**config.mk**
```make
export PLATFORM = sky130hd
export DESIGN_NAME = vis_prefetch_top
export DESIGN_NICKNAME = d
export VERILOG_FILES = /design/src/common/vis_pkg.sv /design/src/common/vis_word_if.sv /design/src/verilog/vis_prefetch_top.sv /design/src/prefetch/vis_sram_writer.sv /design/src/prefetch/vis_prefetch_reader.sv /design/src/verilog/vis_bank_tracker.sv
export VERILOG_INCLUDE_DIRS = /design/src /design/src/common
export SDC_FILE = /design/constraint.sdc
export NUM_CORES = 1
export LEC_CHECK = 0
export BUFFER_PORTS_ARGS = -buffer_cell sky130_fd_sc_hd__clkbuf_2
export CORE_ASPECT_RATIO = 2
export CORE_MARGIN = 8
export CORE_UTILIZATION = 45
export CTS_CLUSTER_DIAMETER = 150
export CTS_CLUSTER_SIZE = 25
export DETAILED_ROUTE_END_ITERATION = 10
export PLACE_DENSITY = 0.71
export SLEW_MARGIN = 20
export SYNTH_ARGS = -nofsm -noshare
export SYNTH_HDL_FRONTEND = slang
export SYNTH_SLANG_ARGS = --single-unit
```
**constraint.sdc**
```tcl
create_clock -name clk_i -period 3.3 [get_ports clk_i]
set_input_delay 0.165 -clock clk_i [delete_from_list [all_inputs] [get_ports clk_i]]
set_output_delay 0.165 -clock clk_i [all_outputs]
set_load 0.1 [all_outputs]
```
**src/common/vis_defines.svh**
```systemverilog
`ifndef VIS_DEFINES_SVH
`define VIS_DEFINES_SVH

// ---------------------------------------------------------------------------
// prefetch geometry
// ---------------------------------------------------------------------------
`define VIS_COUNT  24   // blocks (correlators) per prefetch
`define VIS_BSIZE  24   // words per block
`define VIS_WIDTH  32   // visibility word width

// counter widths
`define VIS_CBITS  5    // block index bits
`define VIS_BBITS  5    // word index bits

// pending-bank queue
`define VIS_QDEPTH 15   // max banks waiting
`define VIS_QBITS  4    // bank count bits

`endif
```
**src/common/vis_pkg.sv**
```systemverilog
`default_nettype none

`include "vis_defines.svh"

package vis_pkg;

   // -------------------------------------------------------------------------
   // payload and index types
   // -------------------------------------------------------------------------

   // one visibility word off the correlator bus
   typedef logic [`VIS_WIDTH-1:0] vis_word_t;

   // block index, selects the correlator
   typedef logic [`VIS_CBITS-1:0] vis_blk_t;

   // word index within a block
   typedef logic [`VIS_BBITS-1:0] vis_wrd_t;

   // bus/sram address, block index in the upper bits
   typedef logic [`VIS_CBITS+`VIS_BBITS-1:0] vis_adr_t;

   // number of banks waiting to be fetched
   typedef logic [`VIS_QBITS-1:0] vis_qcnt_t;

endpackage

`default_nettype wire

```
**src/common/vis_word_if.sv**
```systemverilog
`timescale 1ns/1ns
`default_nettype none

// one fetched word, reader -> sram writer
interface vis_word_if;
   import vis_pkg::*;

   logic      valid;   // word present this cycle
   vis_adr_t  adr;     // where it came from, also where it goes
   vis_word_t data;
   logic      last;    // final word of the prefetch

   // reader side
   modport producer (
      output valid,
      output adr,
      output data,
      output last
   );

   // writer side
   modport consumer (
      input valid,
      input adr,
      input data,
      input last
   );

endinterface

`default_nettype wire

```
**src/verilog/vis_prefetch_top.sv**
```systemverilog
`timescale 1ns/1ns
`default_nettype none

module vis_prefetch_top (
   input  logic               clk_i,
   input  logic               rst_i,

   // correlator bank and spi status
   input  logic               switch_i,
   input  logic               streamed_i,
   output logic               overflow_o,
   output logic               newblock_o,
   output vis_pkg::vis_word_t checksum_o,

   // wishbone read master
   output logic               cyc_o,
   output logic               stb_o,
   input  logic               ack_i,
   input  logic               rty_i,
   output vis_pkg::vis_adr_t  adr_o,
   input  vis_pkg::vis_word_t dat_i,

   // external sram
   output logic               sram_ce_o,
   output logic               sram_we_o,
   output vis_pkg::vis_adr_t  sram_ad_o,
   output vis_pkg::vis_word_t sram_di_o
);

   logic start;   // tracker -> reader
   logic busy;    // reader -> tracker

   vis_word_if u_word_if ();   // reader -> writer

   // ---------------------------------------------------------------------------
   // tracker, reader, writer
   // ---------------------------------------------------------------------------
   vis_bank_tracker u_bank_tracker (
      .clk_i      (clk_i),
      .rst_i      (rst_i),
      .switch_i   (switch_i),
      .streamed_i (streamed_i),
      .busy_i     (busy),
      .start_o    (start),
      .overflow_o (overflow_o)
   );

   vis_prefetch_reader u_prefetch_reader (
      .clk_i   (clk_i),
      .rst_i   (rst_i),
      .start_i (start),
      .busy_o  (busy),
      .cyc_o   (cyc_o),
      .stb_o   (stb_o),
      .ack_i   (ack_i),
      .rty_i   (rty_i),
      .adr_o   (adr_o),
      .dat_i   (dat_i),
      .word_o  (u_word_if.producer)
   );

   vis_sram_writer u_sram_writer (
      .clk_i      (clk_i),
      .rst_i      (rst_i),
      .word_i     (u_word_if.consumer),
      .sram_ce_o  (sram_ce_o),
      .sram_we_o  (sram_we_o),
      .sram_ad_o  (sram_ad_o),
      .sram_di_o  (sram_di_o),
      .checksum_o (checksum_o),
      .newblock_o (newblock_o)
   );

endmodule

`default_nettype wire

```
**src/prefetch/vis_sram_writer.sv**
```systemverilog
`timescale 1ns/1ns
`default_nettype none

module vis_sram_writer (
   input  logic               clk_i,
   input  logic               rst_i,
   vis_word_if.consumer       word_i,

   // external sram, all byte lanes on
   output logic               sram_ce_o,
   output logic               sram_we_o,
   output vis_pkg::vis_adr_t  sram_ad_o,
   output vis_pkg::vis_word_t sram_di_o,

   // status
   output vis_pkg::vis_word_t checksum_o,   // xor of every word since reset
   output logic               newblock_o    // prefetch complete
);
   import vis_pkg::*;

   logic      wr_q;      // sram strobe
   logic      last_q;    // this write ends the bank
   logic      done_q;
   vis_adr_t  ad_q;
   vis_word_t di_q;
   vis_word_t sum_q;

   // -------------------------------------------------------------------------
   // write strobe and completion
   // -------------------------------------------------------------------------
   always_ff @(posedge clk_i) begin
      if (rst_i) begin
         wr_q   <= 1'b0;
         last_q <= 1'b0;
         done_q <= 1'b0;
      end else begin
         wr_q   <= word_i.valid;
         last_q <= word_i.valid && word_i.last;
         done_q <= last_q;                   // one cycle past the last write
      end
   end

   // payload, follows the strobe
   always_ff @(posedge clk_i) begin
      if (word_i.valid) begin
         ad_q <= word_i.adr;
         di_q <= word_i.data;
      end
   end

   // running checksum
   always_ff @(posedge clk_i) begin
      if (rst_i) begin
         sum_q <= '0;
      end else if (word_i.valid) begin
         sum_q <= sum_q ^ word_i.data;
      end
   end

   assign sram_ce_o  = wr_q;
   assign sram_we_o  = wr_q;   // write-only port
   assign sram_ad_o  = ad_q;
   assign sram_di_o  = di_q;
   assign checksum_o = sum_q;
   assign newblock_o = done_q;

   a_done_after_write: assert property (@(posedge clk_i) disable iff (rst_i)
      newblock_o |-> $past(sram_we_o));

endmodule

`default_nettype wire

```
**src/prefetch/vis_prefetch_reader.sv**
```systemverilog
`timescale 1ns/1ns
`default_nettype none

`include "vis_defines.svh"

module vis_prefetch_reader (
   input  logic               clk_i,
   input  logic               rst_i,
   input  logic               start_i,   // one prefetch per pulse
   output logic               busy_o,

   // wishbone read master, correlator side
   output logic               cyc_o,
   output logic               stb_o,
   input  logic               ack_i,
   input  logic               rty_i,
   output vis_pkg::vis_adr_t  adr_o,
   input  vis_pkg::vis_word_t dat_i,

   // fetched words to the sram writer
   vis_word_if.producer       word_o
);
   import vis_pkg::*;

   // idle, request outstanding, one-cycle stb gap
   typedef enum logic [1:0] {
      RD_IDLE,
      RD_REQ,
      RD_GAP
   } rd_state_t;

   rd_state_t state_q;
   vis_blk_t  blk_q;     // correlator being read
   vis_wrd_t  wrd_q;     // word within the block
   logic      blk_end;
   logic      wrd_end;
   logic      final_wrd;
   logic      take;

   // -------------------------------------------------------------------------
   // address walk
   // -------------------------------------------------------------------------
   assign blk_end   = (blk_q == vis_blk_t'(`VIS_COUNT - 1));
   assign wrd_end   = (wrd_q == vis_wrd_t'(`VIS_BSIZE - 1));
   assign final_wrd = blk_end && wrd_end;
   assign take      = (state_q == RD_REQ) && ack_i;   // word accepted this cycle

   always_ff @(posedge clk_i) begin
      if (rst_i) begin
         state_q <= RD_IDLE;
         blk_q   <= '0;
         wrd_q   <= '0;
      end else begin
         case (state_q)
            RD_IDLE: begin
               if (start_i) begin
                  state_q <= RD_REQ;
                  blk_q   <= '0;
                  wrd_q   <= '0;
               end
            end
            RD_REQ: begin
               if (ack_i) begin
                  if (final_wrd) begin
                     state_q <= RD_IDLE;           // whole bank fetched
                  end else begin
                     state_q <= RD_GAP;
                     if (wrd_end) begin
                        wrd_q <= '0;
                        blk_q <= blk_q + vis_blk_t'(1);
                     end else begin
                        wrd_q <= wrd_q + vis_wrd_t'(1);
                     end
                  end
               end else if (rty_i) begin
                  state_q <= RD_GAP;               // same address again
               end
            end
            RD_GAP:  state_q <= RD_REQ;
            default: state_q <= RD_IDLE;
         endcase
      end
   end

   // -------------------------------------------------------------------------
   // bus and word outputs
   // -------------------------------------------------------------------------
   assign cyc_o  = (state_q != RD_IDLE);   // held across the gaps
   assign stb_o  = (state_q == RD_REQ);
   assign adr_o  = {blk_q, wrd_q};
   assign busy_o = start_i || (state_q != RD_IDLE);

   assign word_o.valid = take;             // never on rty
   assign word_o.adr   = {blk_q, wrd_q};
   assign word_o.data  = dat_i;
   assign word_o.last  = final_wrd;

   // slave must pick one answer
   a_one_reply: assert property (@(posedge clk_i) disable iff (rst_i)
      stb_o |-> !(ack_i && rty_i));

endmodule

`default_nettype wire

```
**src/verilog/vis_bank_tracker.sv**
```systemverilog
`timescale 1ns/1ns
`default_nettype none

`include "vis_defines.svh"

module vis_bank_tracker (
   input  logic clk_i,
   input  logic rst_i,
   input  logic switch_i,     // correlator finished a bank
   input  logic streamed_i,   // spi side has sent the buffer
   input  logic busy_i,       // reader still fetching
   output logic start_o,      // launch one prefetch
   output logic overflow_o    // too many banks waiting
);
   import vis_pkg::*;

   vis_qcnt_t count_q;   // pending banks
   logic      empty_q;   // output buffer free
   logic      start_q;
   logic      ovf_q;
   logic      full;
   logic      launch;
   logic      bump;

   // -------------------------------------------------------------------------
   // launch decision
   // -------------------------------------------------------------------------
   assign full   = (count_q == vis_qcnt_t'(`VIS_QDEPTH));
   assign launch = empty_q && !busy_i && (count_q != '0);   // empty_q drops with start
   assign bump   = switch_i && !full;                       // saturate when full

   // switch and launch on one edge leave the pending count alone
   always_ff @(posedge clk_i) begin
      if (rst_i) begin
         count_q <= '0;
      end else begin
         case ({bump, launch})
            2'b10:   count_q <= count_q + vis_qcnt_t'(1);
            2'b01:   count_q <= count_q - vis_qcnt_t'(1);
            default: count_q <= count_q;
         endcase
      end
   end

   // buffer state and start strobe
   always_ff @(posedge clk_i) begin
      if (rst_i) begin
         empty_q <= 1'b1;
         start_q <= 1'b0;
      end else begin
         start_q <= launch;
         if (launch) begin
            empty_q <= 1'b0;                 // buffer now being filled
         end else if (streamed_i) begin
            empty_q <= 1'b1;
         end
      end
   end

   // overflow latch cleared only by reset
   always_ff @(posedge clk_i) begin
      if (rst_i) begin
         ovf_q <= 1'b0;
      end else if (switch_i && full) begin
         ovf_q <= 1'b1;
      end
   end

   assign start_o    = start_q;
   assign overflow_o = ovf_q;

   // -------------------------------------------------------------------------
   // checks
   // -------------------------------------------------------------------------
   a_start_single: assert property (@(posedge clk_i) disable iff (rst_i)
      start_o |=> !start_o);

   // a switch into a full queue never wraps the count
   a_count_bound: assert property (@(posedge clk_i) disable iff (rst_i)
      full && switch_i |=> count_q >= vis_qcnt_t'(`VIS_QDEPTH - 1));

endmodule

`default_nettype wire

```
Word-level counts from Yosys, hierarchy flattened
Cells that the tools add are included.
Widths: inputs -> output; s select.
- input bits: 38
- output and inout bits: 90
- bits in registers: 96
- muxes and demuxes: 17
- $add $sub $neg: 4
- eq/ne operators: 12
- reduce and logical (&&, ||, !) cells: 19
- bitwise logic cells: 1
- operator list (operator ; number):
    $mux 5 ; 7
    $xor 32x32->32 ; 1
    $pmux 5 s2 ; 2
    $add 5x1->5 const B ; 2
    $eq 5x5->1 const B ; 2
    $mux 2 ; 4
    $pmux 4 s2 ; 1
    $reduce_bool 2->1 ; 4
    $logic_and 1x1->1 ; 7
    $pmux 2 s3 ; 1
    $reduce_and 5->1 ; 1
    $add 4x1->4 const B ; 1
    $eq 2x1->1 const B ; 2
    $eq 2x2->1 const B ; 2
    $eq 4x4->1 const B ; 1
    $ne 2x1->1 const B ; 2
    $ne 2x2->1 const B ; 2
    $reduce_and 4->1 ; 1
    $reduce_bool 4->1 ; 1
    $sub 4x1->4 const B ; 1
    $ne 3x1->1 const B ; 1
    $logic_not 1->1 ; 2
    $logic_not 2->1 ; 1
    $mux 1 ; 2
    2 further kinds ; 2

Depth between registers and ports, before layout
Gate-level depths: netlist of the first run.
- depth after elaboration: 7
- mapped depth: 10

Modules after synthesis
From an unflattened synthesis of the first run, not the netlist that was laid out.
- cell total of the unflattened synthesis: 345
- area, all modules: 4103.9 µm²
- modules (own cells, without submodules) (module ; cells each ; times used ; seq. area each (µm²) ; area each (µm²)):
    vis_sram_writer ; 188 ; 1 ; 1961.9 ; 2786.4
    vis_prefetch_reader ; 116 ; 1 ; 240.2 ; 943.4
    vis_bank_tracker ; 41 ; 1 ; 140.1 ; 374.1

Worst setup path after synthesis of the first run
Ideal clock, no wire load.
- path type: reg2reg
- from: reg u_prefetch_reader.state_q[0]
- to: reg u_bank_tracker.count_q[3]
- setup slack: 0.617 ns
- stages on the path, launching flop included: 8
- setup time: 0.121 ns
- arrival: 2.562 ns
- buffers on the path: 1
- path through: dfxtp_1 > buf_6 > or2_2 > nor4b_2 > ha_1 > or3_1 > o32ai_1 > mux2_2
- longest elaborated chain between the ends: 7
- ends and longest elaborated chain (what ; RTL line ; RTL):
    start, declared ; vis_prefetch_reader.sv:32 ; rd_state_t state_q;
    start signal, assigned ; vis_prefetch_reader.sv:50 ; state_q <= RD_IDLE;
    start signal, assigned ; vis_prefetch_reader.sv:57 ; state_q <= RD_REQ;
    start signal, assigned ; vis_prefetch_reader.sv:65 ; state_q <= RD_IDLE;
    $reduce_bool 2->1 (*) ; n/a ;
    via cyc_o ; vis_prefetch_top.sv:16 ; output logic cyc_o,
    $logic_or 1x1->1 (*) ; vis_prefetch_reader.sv:91 ; assign busy_o = start_i || (state_q != RD_IDLE);
    $logic_not 1->1 (*) ; vis_bank_tracker.sv:29 ; assign launch = empty_q && !busy_i && (count_q != '0);
    $logic_and 1x1->1 (*) (2 in series) ; vis_bank_tracker.sv:29 ;
    via u_bank_tracker.launch ; vis_bank_tracker.sv:22 ; logic launch;
    $eq 2x1->1 / $eq 2x2->1 (equally long branches) ; vis_bank_tracker.sv:37 ; case ({bump, launch})
    $pmux 4 s2 / $reduce_bool 2->1 (equally long branches) ; n/a ;
    end signal, assigned ; vis_bank_tracker.sv:38 ; 2'b10: count_q <= count_q + vis_qcnt_t'(1);
    end signal, assigned ; vis_bank_tracker.sv:39 ; 2'b01: count_q <= count_q - vis_qcnt_t'(1);
    end signal, assigned ; vis_bank_tracker.sv:40 ; default: count_q <= count_q;
    end, declared ; vis_bank_tracker.sv:17 ; vis_qcnt_t count_q;
Mark *: on every way through the listed nets, which the timed path passes. The rest lies on a longest branch.
A chain may end at the register's enable or synchronous reset.

Worst setup path after layout of the first run
- from: reg u_prefetch_reader.state_q[0]
- to: reg u_bank_tracker.count_q[3]
- longest elaborated chain between the ends: 7
- ends and longest elaborated chain (what ; RTL line):
    $reduce_bool 2->1 (*) ; vis_prefetch_reader.sv:91
    $logic_or 1x1->1 (*) ; vis_prefetch_reader.sv:91
    $logic_not 1->1 (*) ; vis_bank_tracker.sv:29
    $logic_and 1x1->1 (*) (2 in series) ; vis_bank_tracker.sv:29
    via u_bank_tracker.launch ; vis_bank_tracker.sv:22
    $eq 2x1->1 / $eq 2x2->1 (equally long branches) ; vis_bank_tracker.sv:37
    $pmux 4 s2 / $reduce_bool 2->1 (equally long branches) ; n/a
Marked as above.

==> impl_results.md, run 1 <==
* Outcome: finished, final reports clean
* GRT Total Usage at between 15 and 20%
* Area delta synth->final at 28.84%
* Postcts setup bufs at 0
* Syn_nets at 352
* Synthesized area per cell at 11.77 um^2
* Complex-gate fraction of the synthesized area at 5.506%
* Layout Nets at 480
* Synth warn at 0
* Clock Skew at 0.002966 ns
* Yosys top cell area share at between 30% and 40%
* Initial antenna violation count at 0
* # resized after CTS at 0
* Filler cells at 647
* Worst Path Class, Setup: flop to flop
* Routed Wire Length at 8.692 mm
* Cts bufs inserted at 9
* Cells after DPL at 522
* CTS tree: done
* Largest family of logic cells by synthesized area: simple AND/OR/NAND/NOR gates
* Post-synthesis xor/xnor area fraction at 8.431%
* Vias in the first global route at about 2,700
* Clock Tree Root: clkbuf_16
* Fin crit period at around 2.6 ns
* Max Slew Vio Count at 0
* Arr. time, crit path at approximately 2.8 ns
* Worst min-delay path category: input pin to flop
* FP Rows at 46
* Final setup viols at 0
* Placeable Area at roughly 0.0079 mm^2
* Tcrit/Tclk final at between 70 and 80%
* Top FF cell, synth: dfxtp_1
* CTS clk-pin slew, worst paths at 0.06 ns
* Worst-case clock buffer depth at 2
* Starting DRT DRC Count at 249
* Sequential area share after synthesis at 64.42%
* Post-synth EDFFs at 42
* Overall Power at around 3.9 mW
* Synth area leaders: edfxtp_1 (35%), dfxtp_1 (30%), xor2_1 (8.4%)
* Setup TNS at 0 ns
* Antenna diode count at 0
* DRC errors left at 0
* Wire length per cell at 16.16 um
* Largest net degree at the start of global routing at 62
* Routed vias at 2,690
* Die Wd at 79.56 um
* Synth Area in Adders at 1.721%
* Synth async-reset ratio at 0%
* H-tree Lvls at 3
* Setup WS pre-CTS at 0.7236 ns
* Multi-input gate area at 0.001215 mm^2
* Slew headroom at about three fifths
* DR vias/cell at 5.000
* Final hold viol count at 0
* Register area at 0.002342 mm^2
* Unrepaired setup endpoints after global routing: no
* Hold WS at 0.01621 ns
* CP Max Fanout at 12
* Library cells used by synthesis at 49
* Initial Util at 46.11%
* Hold Buf Count CTS at 0
* Max capacitance violation total at 0
* Clk Latency, worst-skew pair at between 0.3 and 0.4 ns
* Synth top cells by count: dfxtp_1 (54), nor2_1 (47), edfxtp_1 (42)
* Cell Count, Final, Fillers Out at 538
* Dominant cell type by area after synthesis: edfxtp_1
* Detail Placement HPWL at around 6.5 mm
* Most frequent cell after synthesis: dfxtp_1
* GR Overflow Total at 0
* Port bufs at 127
* First-pass GRT wire length at 13.64 mm
* Peak supply drop at 0.4594 mV
* Leak Pwr at slightly above 2 nW
* CP endpoint kind: flop
* Mux cell area share after synthesis at ~1.8%
* CP Data Required Time at 3.53 ns
* Max Fclk at around 0.39 GHz
* Cell Area, Synth at 0.003636 mm^2
* Register bit total from synthesis at 96
* Fraction of layout cells with a size suffix above 1 at 34.84%
* Die H at between 100 and 150 um
* ANT nets after route at 0
* Simple-Gate Fraction of Synth Area at 16.00%
* Crit path setup slack, layout at slightly above 0.7 ns
* PD cells at 823.3 mW/mm^2
* Pre-antenna DRT Iters at 4
* Die area at 0.01139 mm^2
* Worst Setup Start Kind: flop
* I/O Pins at 128
* Slew at the pin with the worst max-slew slack at 0.5743 ns
* Sink Count at 96
* GP Congestion at 0.8514
* Syn Inst Count at 309
-- logic make-up after synthesis --
logic type,count (synthesis)
buffers and inverters,15
adder cells (fa/ha/maj),5
AND/OR/NAND/NOR,122
multiplexers,6
XOR/XNOR,35
flip-flops,96
AO/OA/AOI/OAI,30
-- critical path, stage by stage, from the launching register on --
cell and delay [ns]:
dfxtp_1 0.40, or2_2 0.34, nor4b_2 0.40, ha_1 0.29, mux2_2 0.36, o32ai_1 0.31
mux2_2 0.37
-- flip-flops by register name, summed over array words and instances, names as in the netlist --
| signal | flops |
|---|---|
| u_sram_writer.newblock_o | 1 |
| u_bank_tracker.overflow_o | 1 |
| u_bank_tracker.empty_q | 1 |
| u_sram_writer.checksum_o | 32 |
| u_prefetch_reader.state_q | 2 |
| u_bank_tracker.start_o | 1 |
| u_sram_writer.last_q | 1 |
| u_prefetch_reader.blk_q | 5 |
| u_sram_writer.sram_ce_o | 1 |
| u_sram_writer.sram_ad_o | 10 |
| u_sram_writer.sram_di_o | 32 |
| u_prefetch_reader.wrd_q | 5 |
| u_bank_tracker.count_q | 4 |
-- where the power goes --
part | total, mW | leakage [nW] | internal (mW) | switching, mW
logic | 1.26 | 1.05 | 0.269 | 0.986
clock network | 1.13 | 0.159 | 0.707 | 0.424
registers | 1.47 | 0.823 | 1.38 | 0.0957
-- cells in the final DEF, fill, tap and decap left out, types with 2 or more instances in the layout --
cell / n
nand2_1: 40
o21ai_0: 4
or3_1: 2
clkbuf_16: 9
a21oi_1: 10
inv_1: 2
nand3_1: 5
o21ai_1: 2
and2b_1: 3
mux2i_1: 3
a311oi_1: 2
edfxtp_1: 42
mux2_2: 3
nor2_1: 47
xor2_1: 35
nand4_1: 2
nor4_1: 2
ha_1: 5
nand2b_1: 2
clkbuf_8: 2
nand4b_1: 2
clkbuf_2: 127
a211oi_1: 2
nor2b_1: 4
dfxtp_1: 54
and4b_1: 2
bufinv_16: 2
-- metal layers --
layer,track usage (%),wire length (um)
met2,27.46,4754
met4,9.145,276
met3,4.345,525
met1,15.30,3136
met5,0,0
-- cell type report --
class,count,share of cell area [%]
clock buffers,12,5.475
inverters,3,0.2404
repair buffers,129,14.16
well taps,96,2.564
flip-flops and latches,96,50.00
multi-input cells,198,25.93
clock inverters,4,1.629
-- metrics by stage --
step / area (um^2) / util [%]
final: 4684 / 59.41
after global placement: 4352 / 55.19
after global routing: 4684 / 59.41
after detailed placement: 4352 / 55.19
after floorplan: 3636 / -
after CTS: 4684 / 59.41
-- path summary, 6_finish.rpt --
path                           startpoint                         end  slack, ns  cells past startpoint
max          u_prefetch_reader.state_q[0]   u_bank_tracker.count_q[3]       0.72                      6
min                              dat_i[9]  u_sram_writer.sram_di_o[9]       0.02                      1
max reg2reg  u_prefetch_reader.state_q[0]   u_bank_tracker.count_q[3]       0.72                      6
min reg2reg          u_sram_writer.last_q    u_sram_writer.newblock_o       0.45                      1
Power figures use the tool's default switching activity.
==> run 2: changes to the inputs <==
Settings changed: CORE_UTILIZATION 45 to 44, PLACE_DENSITY 0.71 to 0.73.
Clock period 3.3 ns to 2.3 ns, I/O delays scaled along.
==> impl_results.md, run 2 (synthesis results as in run 1) <==
* Commonest non-fill, non-tap cell in the layout: clkbuf_2
* Worst-case clock buffer depth at 2
* Cell Int Power at 3.307 mW
* Filler cells at 671
* Leak Pwr at between 2 and 2.5 nW
* Tcrit/Tclk final at a little over nine tenths
* Slew at the pin with the worst max-slew slack at 0.5771 ns
* Die area at 0.01161 mm^2
* CP Data Required Time at 2.52 ns
* Vias in the first global route at roughly 2,800
* Crit path launch: u_prefetch_reader.state_q[1]
* Setup TNS at 0 ns
* Peak supply drop at roughly 0.73 mV
* Die Wd at 80.28 um
* Pre-antenna DRT Iters at 4
* NetSw at 2.213 mW
* CTS clk-pin slew, worst paths at 0.06 ns
* Crit path setup slack, layout at 0.06500 ns
* H-tree Lvls at 3
* Routed vias at 2,825
* CP Max Fanout at 6
* Clock Tree Root: clkbuf_16
* Wire length on met3 at approximately 530 um
* DR WL met2 at 5.103 mm
* Detail Placement HPWL at 6.444 mm
* HP Start: ack_i
* Met1 WL at 3.190 mm
* Port bufs at 127
* Placeable Area at around 0.0082 mm^2
* R2r startpoint: u_prefetch_reader.state_q[1]
* Reg power frac at about 38%
* GRT Total Usage at 15.61%
* Routed Wire Length at 9.070 mm
* Worst Path Class, Setup: flop to flop
* GR Overflow Total at 0
* Fin crit period at 2.235 ns
* Clk Latency, worst-skew pair at 0.33 ns
* Combinational power share at 38.0%
* Die H at 144.6 um
* Final Util at between 60% and 70%
* Area of placed instances at roughly 0.0044 mm^2
* Commonest cells after routing, fill and taps aside: clkbuf_2 (127), dfxtp_1 (52), nor2_1 (47)
* CTS tree: done
* Worst min-delay path category: input pin to flop
* Outcome: finished, final reports clean
* Largest net degree at the start of global routing at 50
* Max capacitance violation total at 0
* Layout Nets at 520
* Cts bufs inserted at 9
* I/O Pins at 128
* Uppermost routed layer: met4
* Cell Count, Final, Fillers Out at 580
* Final hold viol count at 0
* Wire length per cell at 15.64 um
* Initial Util at 44.48%
* ANT nets after route at 0
* DR vias/cell at around 4.9
* DRC errors left at 0
* Starting DRT DRC Count at 222
* Clock network power share at 24.2%
* Fraction of layout cells with a size suffix above 1 at about 34%
* GP Congestion at 0.7520
* Worst Setup Start Kind: flop
* Initial antenna violation count at 0
* CP endpoint kind: flop
* Sw Ratio at 40.10%
* Unrepaired setup endpoints after global routing: no
* Final setup viols at 0
* Arr. time, crit path at roughly 2.5 ns
* Max Slew Vio Count at 0
* PD cells at between 1000 and 1500 mW/mm^2
* Antenna diode count at 0
* Sink Count at 96
* Setup WS pre-CTS at -0.03484 ns
* Cells after DPL at 529
* Area delta synth->final at 39.37%
* FP Rows at 47
* Max Fclk at ~0.45 GHz
* Post-route cell area at between 0.005 and 0.006 mm^2
* Clock Skew at 0.006979 ns
* Slew headroom at between 60% and 70%
* First-pass GRT wire length at 14.05 mm
run 2: power by group through the flow:
stage	sequential (mW)	clock [mW]	combinational [mW]
3_5_place_dp	2.12	0	1.95
6_report	2.09	1.33	2.10
2_1_floorplan	3.01	0	0.703
5_1_grt	2.11	1.44	2.20
3_3_place_gp	2.11	0	1.91
4_1_cts	2.09	1.37	2.03
run 2: worst paths after layout:
path                                                endpoint  slack [ns]  cells past startpoint
worst max-delay path               u_bank_tracker.count_q[3]        0.06                      7
worst min-delay path            u_prefetch_reader.state_q[1]        0.02                      2
worst max register to register     u_bank_tracker.count_q[3]        0.06                      7
worst min register to register      u_sram_writer.newblock_o        0.45                      1
run 2: cell type report:
type	count	area [um^2]	share of cell area, %
tap	98	122.6	2.420
timing repair buffer	169	1056	20.84
clock buffer	13	250.2	4.938
inverter	3	11.26	0.2222
clock inverter	3	16.27	0.3210
multi-input combinational	198	1266	24.99
sequential	96	2345	46.27
run 2: worst max-delay path: stages (launching register included):
cell     delay, ns
dfxtp_1       0.31
or2_4         0.26
nor4b_4       0.32
buf_4         0.18
ha_4          0.21
or3_1         0.38
o32ai_2       0.13
mux2_4        0.33
run 2: repair_timing:
action,in CTS,in global routing
hold buffers,32,0
setup endpoints to repair,1,2
pin swaps,2,3
hold endpoints to repair,32,0
setup buffers,1,2
gates cloned,0,0
gates resized for setup,1,3
run 2: metrics by stage:
| step | total power [mW] | hold slack, ns |
|---|---|---|
| 3_5_place_dp | 4.067 | 0.3096 |
| 3_3_place_gp | 4.016 | 0.3076 |
| 2_1_floorplan | 3.716 | 0.1991 |
| 5_1_grt | 5.745 | 0.01814 |
| 4_1_cts | 5.491 | 0.01589 |
| 6_report | 5.520 | 0.02122 |
run 2: routing by layer:
metal	vias to the layer above	global-route usage (%)
li1	1396	-
met1	1329	15.42
met2	83	28.35
met3	17	4.670
met4	0	7.336
met5	-	0
==> run 3: changes to the inputs <==
==> constraint.sdc (replaced) <==
create_clock -name clk_i -period 2.3 [get_ports clk_i]
set_input_delay 0 -clock clk_i [delete_from_list [all_inputs] [get_ports clk_i]]
set_output_delay 0 -clock clk_i [all_outputs]
set_load 0.1 [all_outputs]
==> impl_results.md, run 3 (synthesis results as in run 1) <==
* Outcome: finished, final reports clean
* Uppermost routed layer: met4
* Area delta synth->final at 40.85%
* Sink Count at 96
* Reg power frac at 37.4%
* CP endpoint kind: flop
* Crit path setup slack, layout at 0.08019 ns
* Routed vias at 2,827
* Initial Util at about 44%
* Clock Tree Root: clkbuf_16
* Initial antenna violation count at 0
* Placeable Area at about 0.0082 mm^2
* First-pass GRT wire length at 14.15 mm
* Clk Latency, worst-skew pair at 0.34 ns
* Pre-antenna DRT Iters at 4
* H-tree Lvls at 3
* Die H at 144.6 um
* ANT nets after route at 0
* GP Congestion at 0.7261
* Cell Count, Final, Fillers Out at 584
* Starting DRT DRC Count at 93
* Leak Pwr at 2.214 nW
* Routed Wire Length at 9.162 mm
* DR vias/cell at 4.841
* PD cells at 1091 mW/mm^2
* Worst Path Class, Setup: flop to flop
* Fraction of layout cells with a size suffix above 1 at 35.19%
* Register area at ~0.0023 mm^2
* NetSw at 2.289 mW
* Met1 WL at 3.176 mm
* Peak supply drop at 0.8912 mV
* Largest net degree at the start of global routing at 50
* Vias in the first global route at 2,895
* CTS tree: done
* Worst-case clock buffer depth at 2
* GRT Total Usage at 15.97%
* Sw Ratio at 40.97%
* Setup WS pre-CTS at 0.007621 ns
* Die Wd at between 80 and 90 um
* Fin crit period at around 2.2 ns
* CTS clk-pin slew, worst paths at 0.07 ns
* Layout Nets at 524
* Detail Placement HPWL at between 6 and 7 mm
* Unrepaired setup endpoints after global routing: no
* Cells after DPL at between 500 and 600
* Max Slew Vio Count at 0
* Overall Power at approximately 5.6 mW
* Wire length per cell at 15.69 um
* Tcrit/Tclk final at 96.51%
* FP Rows at 47
* Final hold viol count at 0
* Multi-input gate area at 0.001257 mm^2
* Combinational power share at between 30% and 40%
* Max capacitance violation total at 0
* Worst min-delay path category: input pin to flop
* Filler cells at 649
* Final Util at a little over three fifths
* Worst Setup Start Kind: flop
* Die area at ~0.012 mm^2
* Port bufs at around 130
* Slew at the pin with the worst max-slew slack at just under 0.6 ns
* Area of placed instances at roughly 0.0044 mm^2
* Commonest non-fill, non-tap cell in the layout: clkbuf_2
* Commonest cells after routing, fill and taps aside: clkbuf_2 (127), dfxtp_1 (51), nor2_1 (47)
* Max Fclk at 0.4505 GHz
* I/O Pins at roughly 130
* Antenna diode count at 0
* GR Overflow Total at 0
* Wire length on met3 at 576 um
* Post-route cell area at about 0.0051 mm^2
* Final setup viols at 0
* CP Max Fanout at 6
* Cell Int Power at 3.298 mW
* DR WL met2 at 5.187 mm
* Arr. time, crit path at 2.45 ns
* Reg-to-reg slack, setup at 0.08 ns
* CP Data Required Time at roughly 2.5 ns
* Clock network power share at approximately a quarter
* Slew headroom at 61.40%
* DRC errors left at 0
* Cts bufs inserted at 9
* Clock Skew at slightly below 0.009 ns
[run 3: cell count changes in the layout (fill, tap and decap cells not counted), moves of 2 or more]
cell           change
clkbuf_1           -3
clkinv_1           -2
clkinv_4           +3
dlygate4sd3_1      +4
[run 3: worst max-delay path, cell delays in order, from the launching register on]
cell and delay [ns]:
dfxtp_2 0.32, or2_4 0.26, nor4b_4 0.28, buf_4 0.17, ha_4 0.21, or3_1 0.36
o32ai_1 0.15, mux2_2 0.37
[run 3: through the flow]
step                hold WS, ns  setup TNS (ns)
floorplan               0.08409         -0.2260
global placement         0.1925               0
detailed placement       0.1969               0
CTS                    0.008045               0
global route            0.04289               0
finish                 0.006205               0
[run 3: final timing paths]
| kind | startpoint | depth (start not counted) | to |
|---|---|---|---|
| max reg2reg | u_prefetch_reader.state_q[1] | 7 | u_bank_tracker.count_q[3] |
| max | u_prefetch_reader.state_q[1] | 7 | u_bank_tracker.count_q[3] |
| min | rty_i | 4 | u_prefetch_reader.state_q[0] |
| min reg2reg | u_sram_writer.last_q | 1 | u_sram_writer.newblock_o |
[run 3: area by class of cell]
cell class	instances	area share, %
multi-input cells	198	24.55
clock buffers	9	4.398
clock inverters	7	1.222
flip-flops and latches	96	45.81
repair buffers	173	21.40
well taps	98	2.394
inverters	3	0.2199
[run 3: power groups by stage]
| stage | Combinational, mW | Clock, mW | Sequential [mW] |
|---|---|---|---|
| 2_1_floorplan | 0.703 | 0 | 3.01 |
| 3_3_place_gp | 1.92 | 0 | 2.11 |
| 3_5_place_dp | 1.97 | 0 | 2.12 |
| 4_1_cts | 2.04 | 1.45 | 2.08 |
| 5_1_grt | 2.17 | 1.53 | 2.11 |
| 6_report | 2.08 | 1.42 | 2.09 |
[run 3: repair_timing]
| item | 4_1_cts | 5_1_grt |
|---|---|---|
| endpoints found under the setup margin | 1 | 1 |
| setup buffers | 1 | 1 |
| hold endpoints to repair | 64 | 0 |
| hold buffers | 36 | 0 |
| pin swaps | 1 | 5 |
| resized for setup | 0 | 4 |
[run 3: per-layer routing]
layer  vias up  GRT usage (%)
met2        87          29.72
met1      1317          14.81
met3        14          5.355
li1       1409              -
met4         0          7.432
met5         -              0
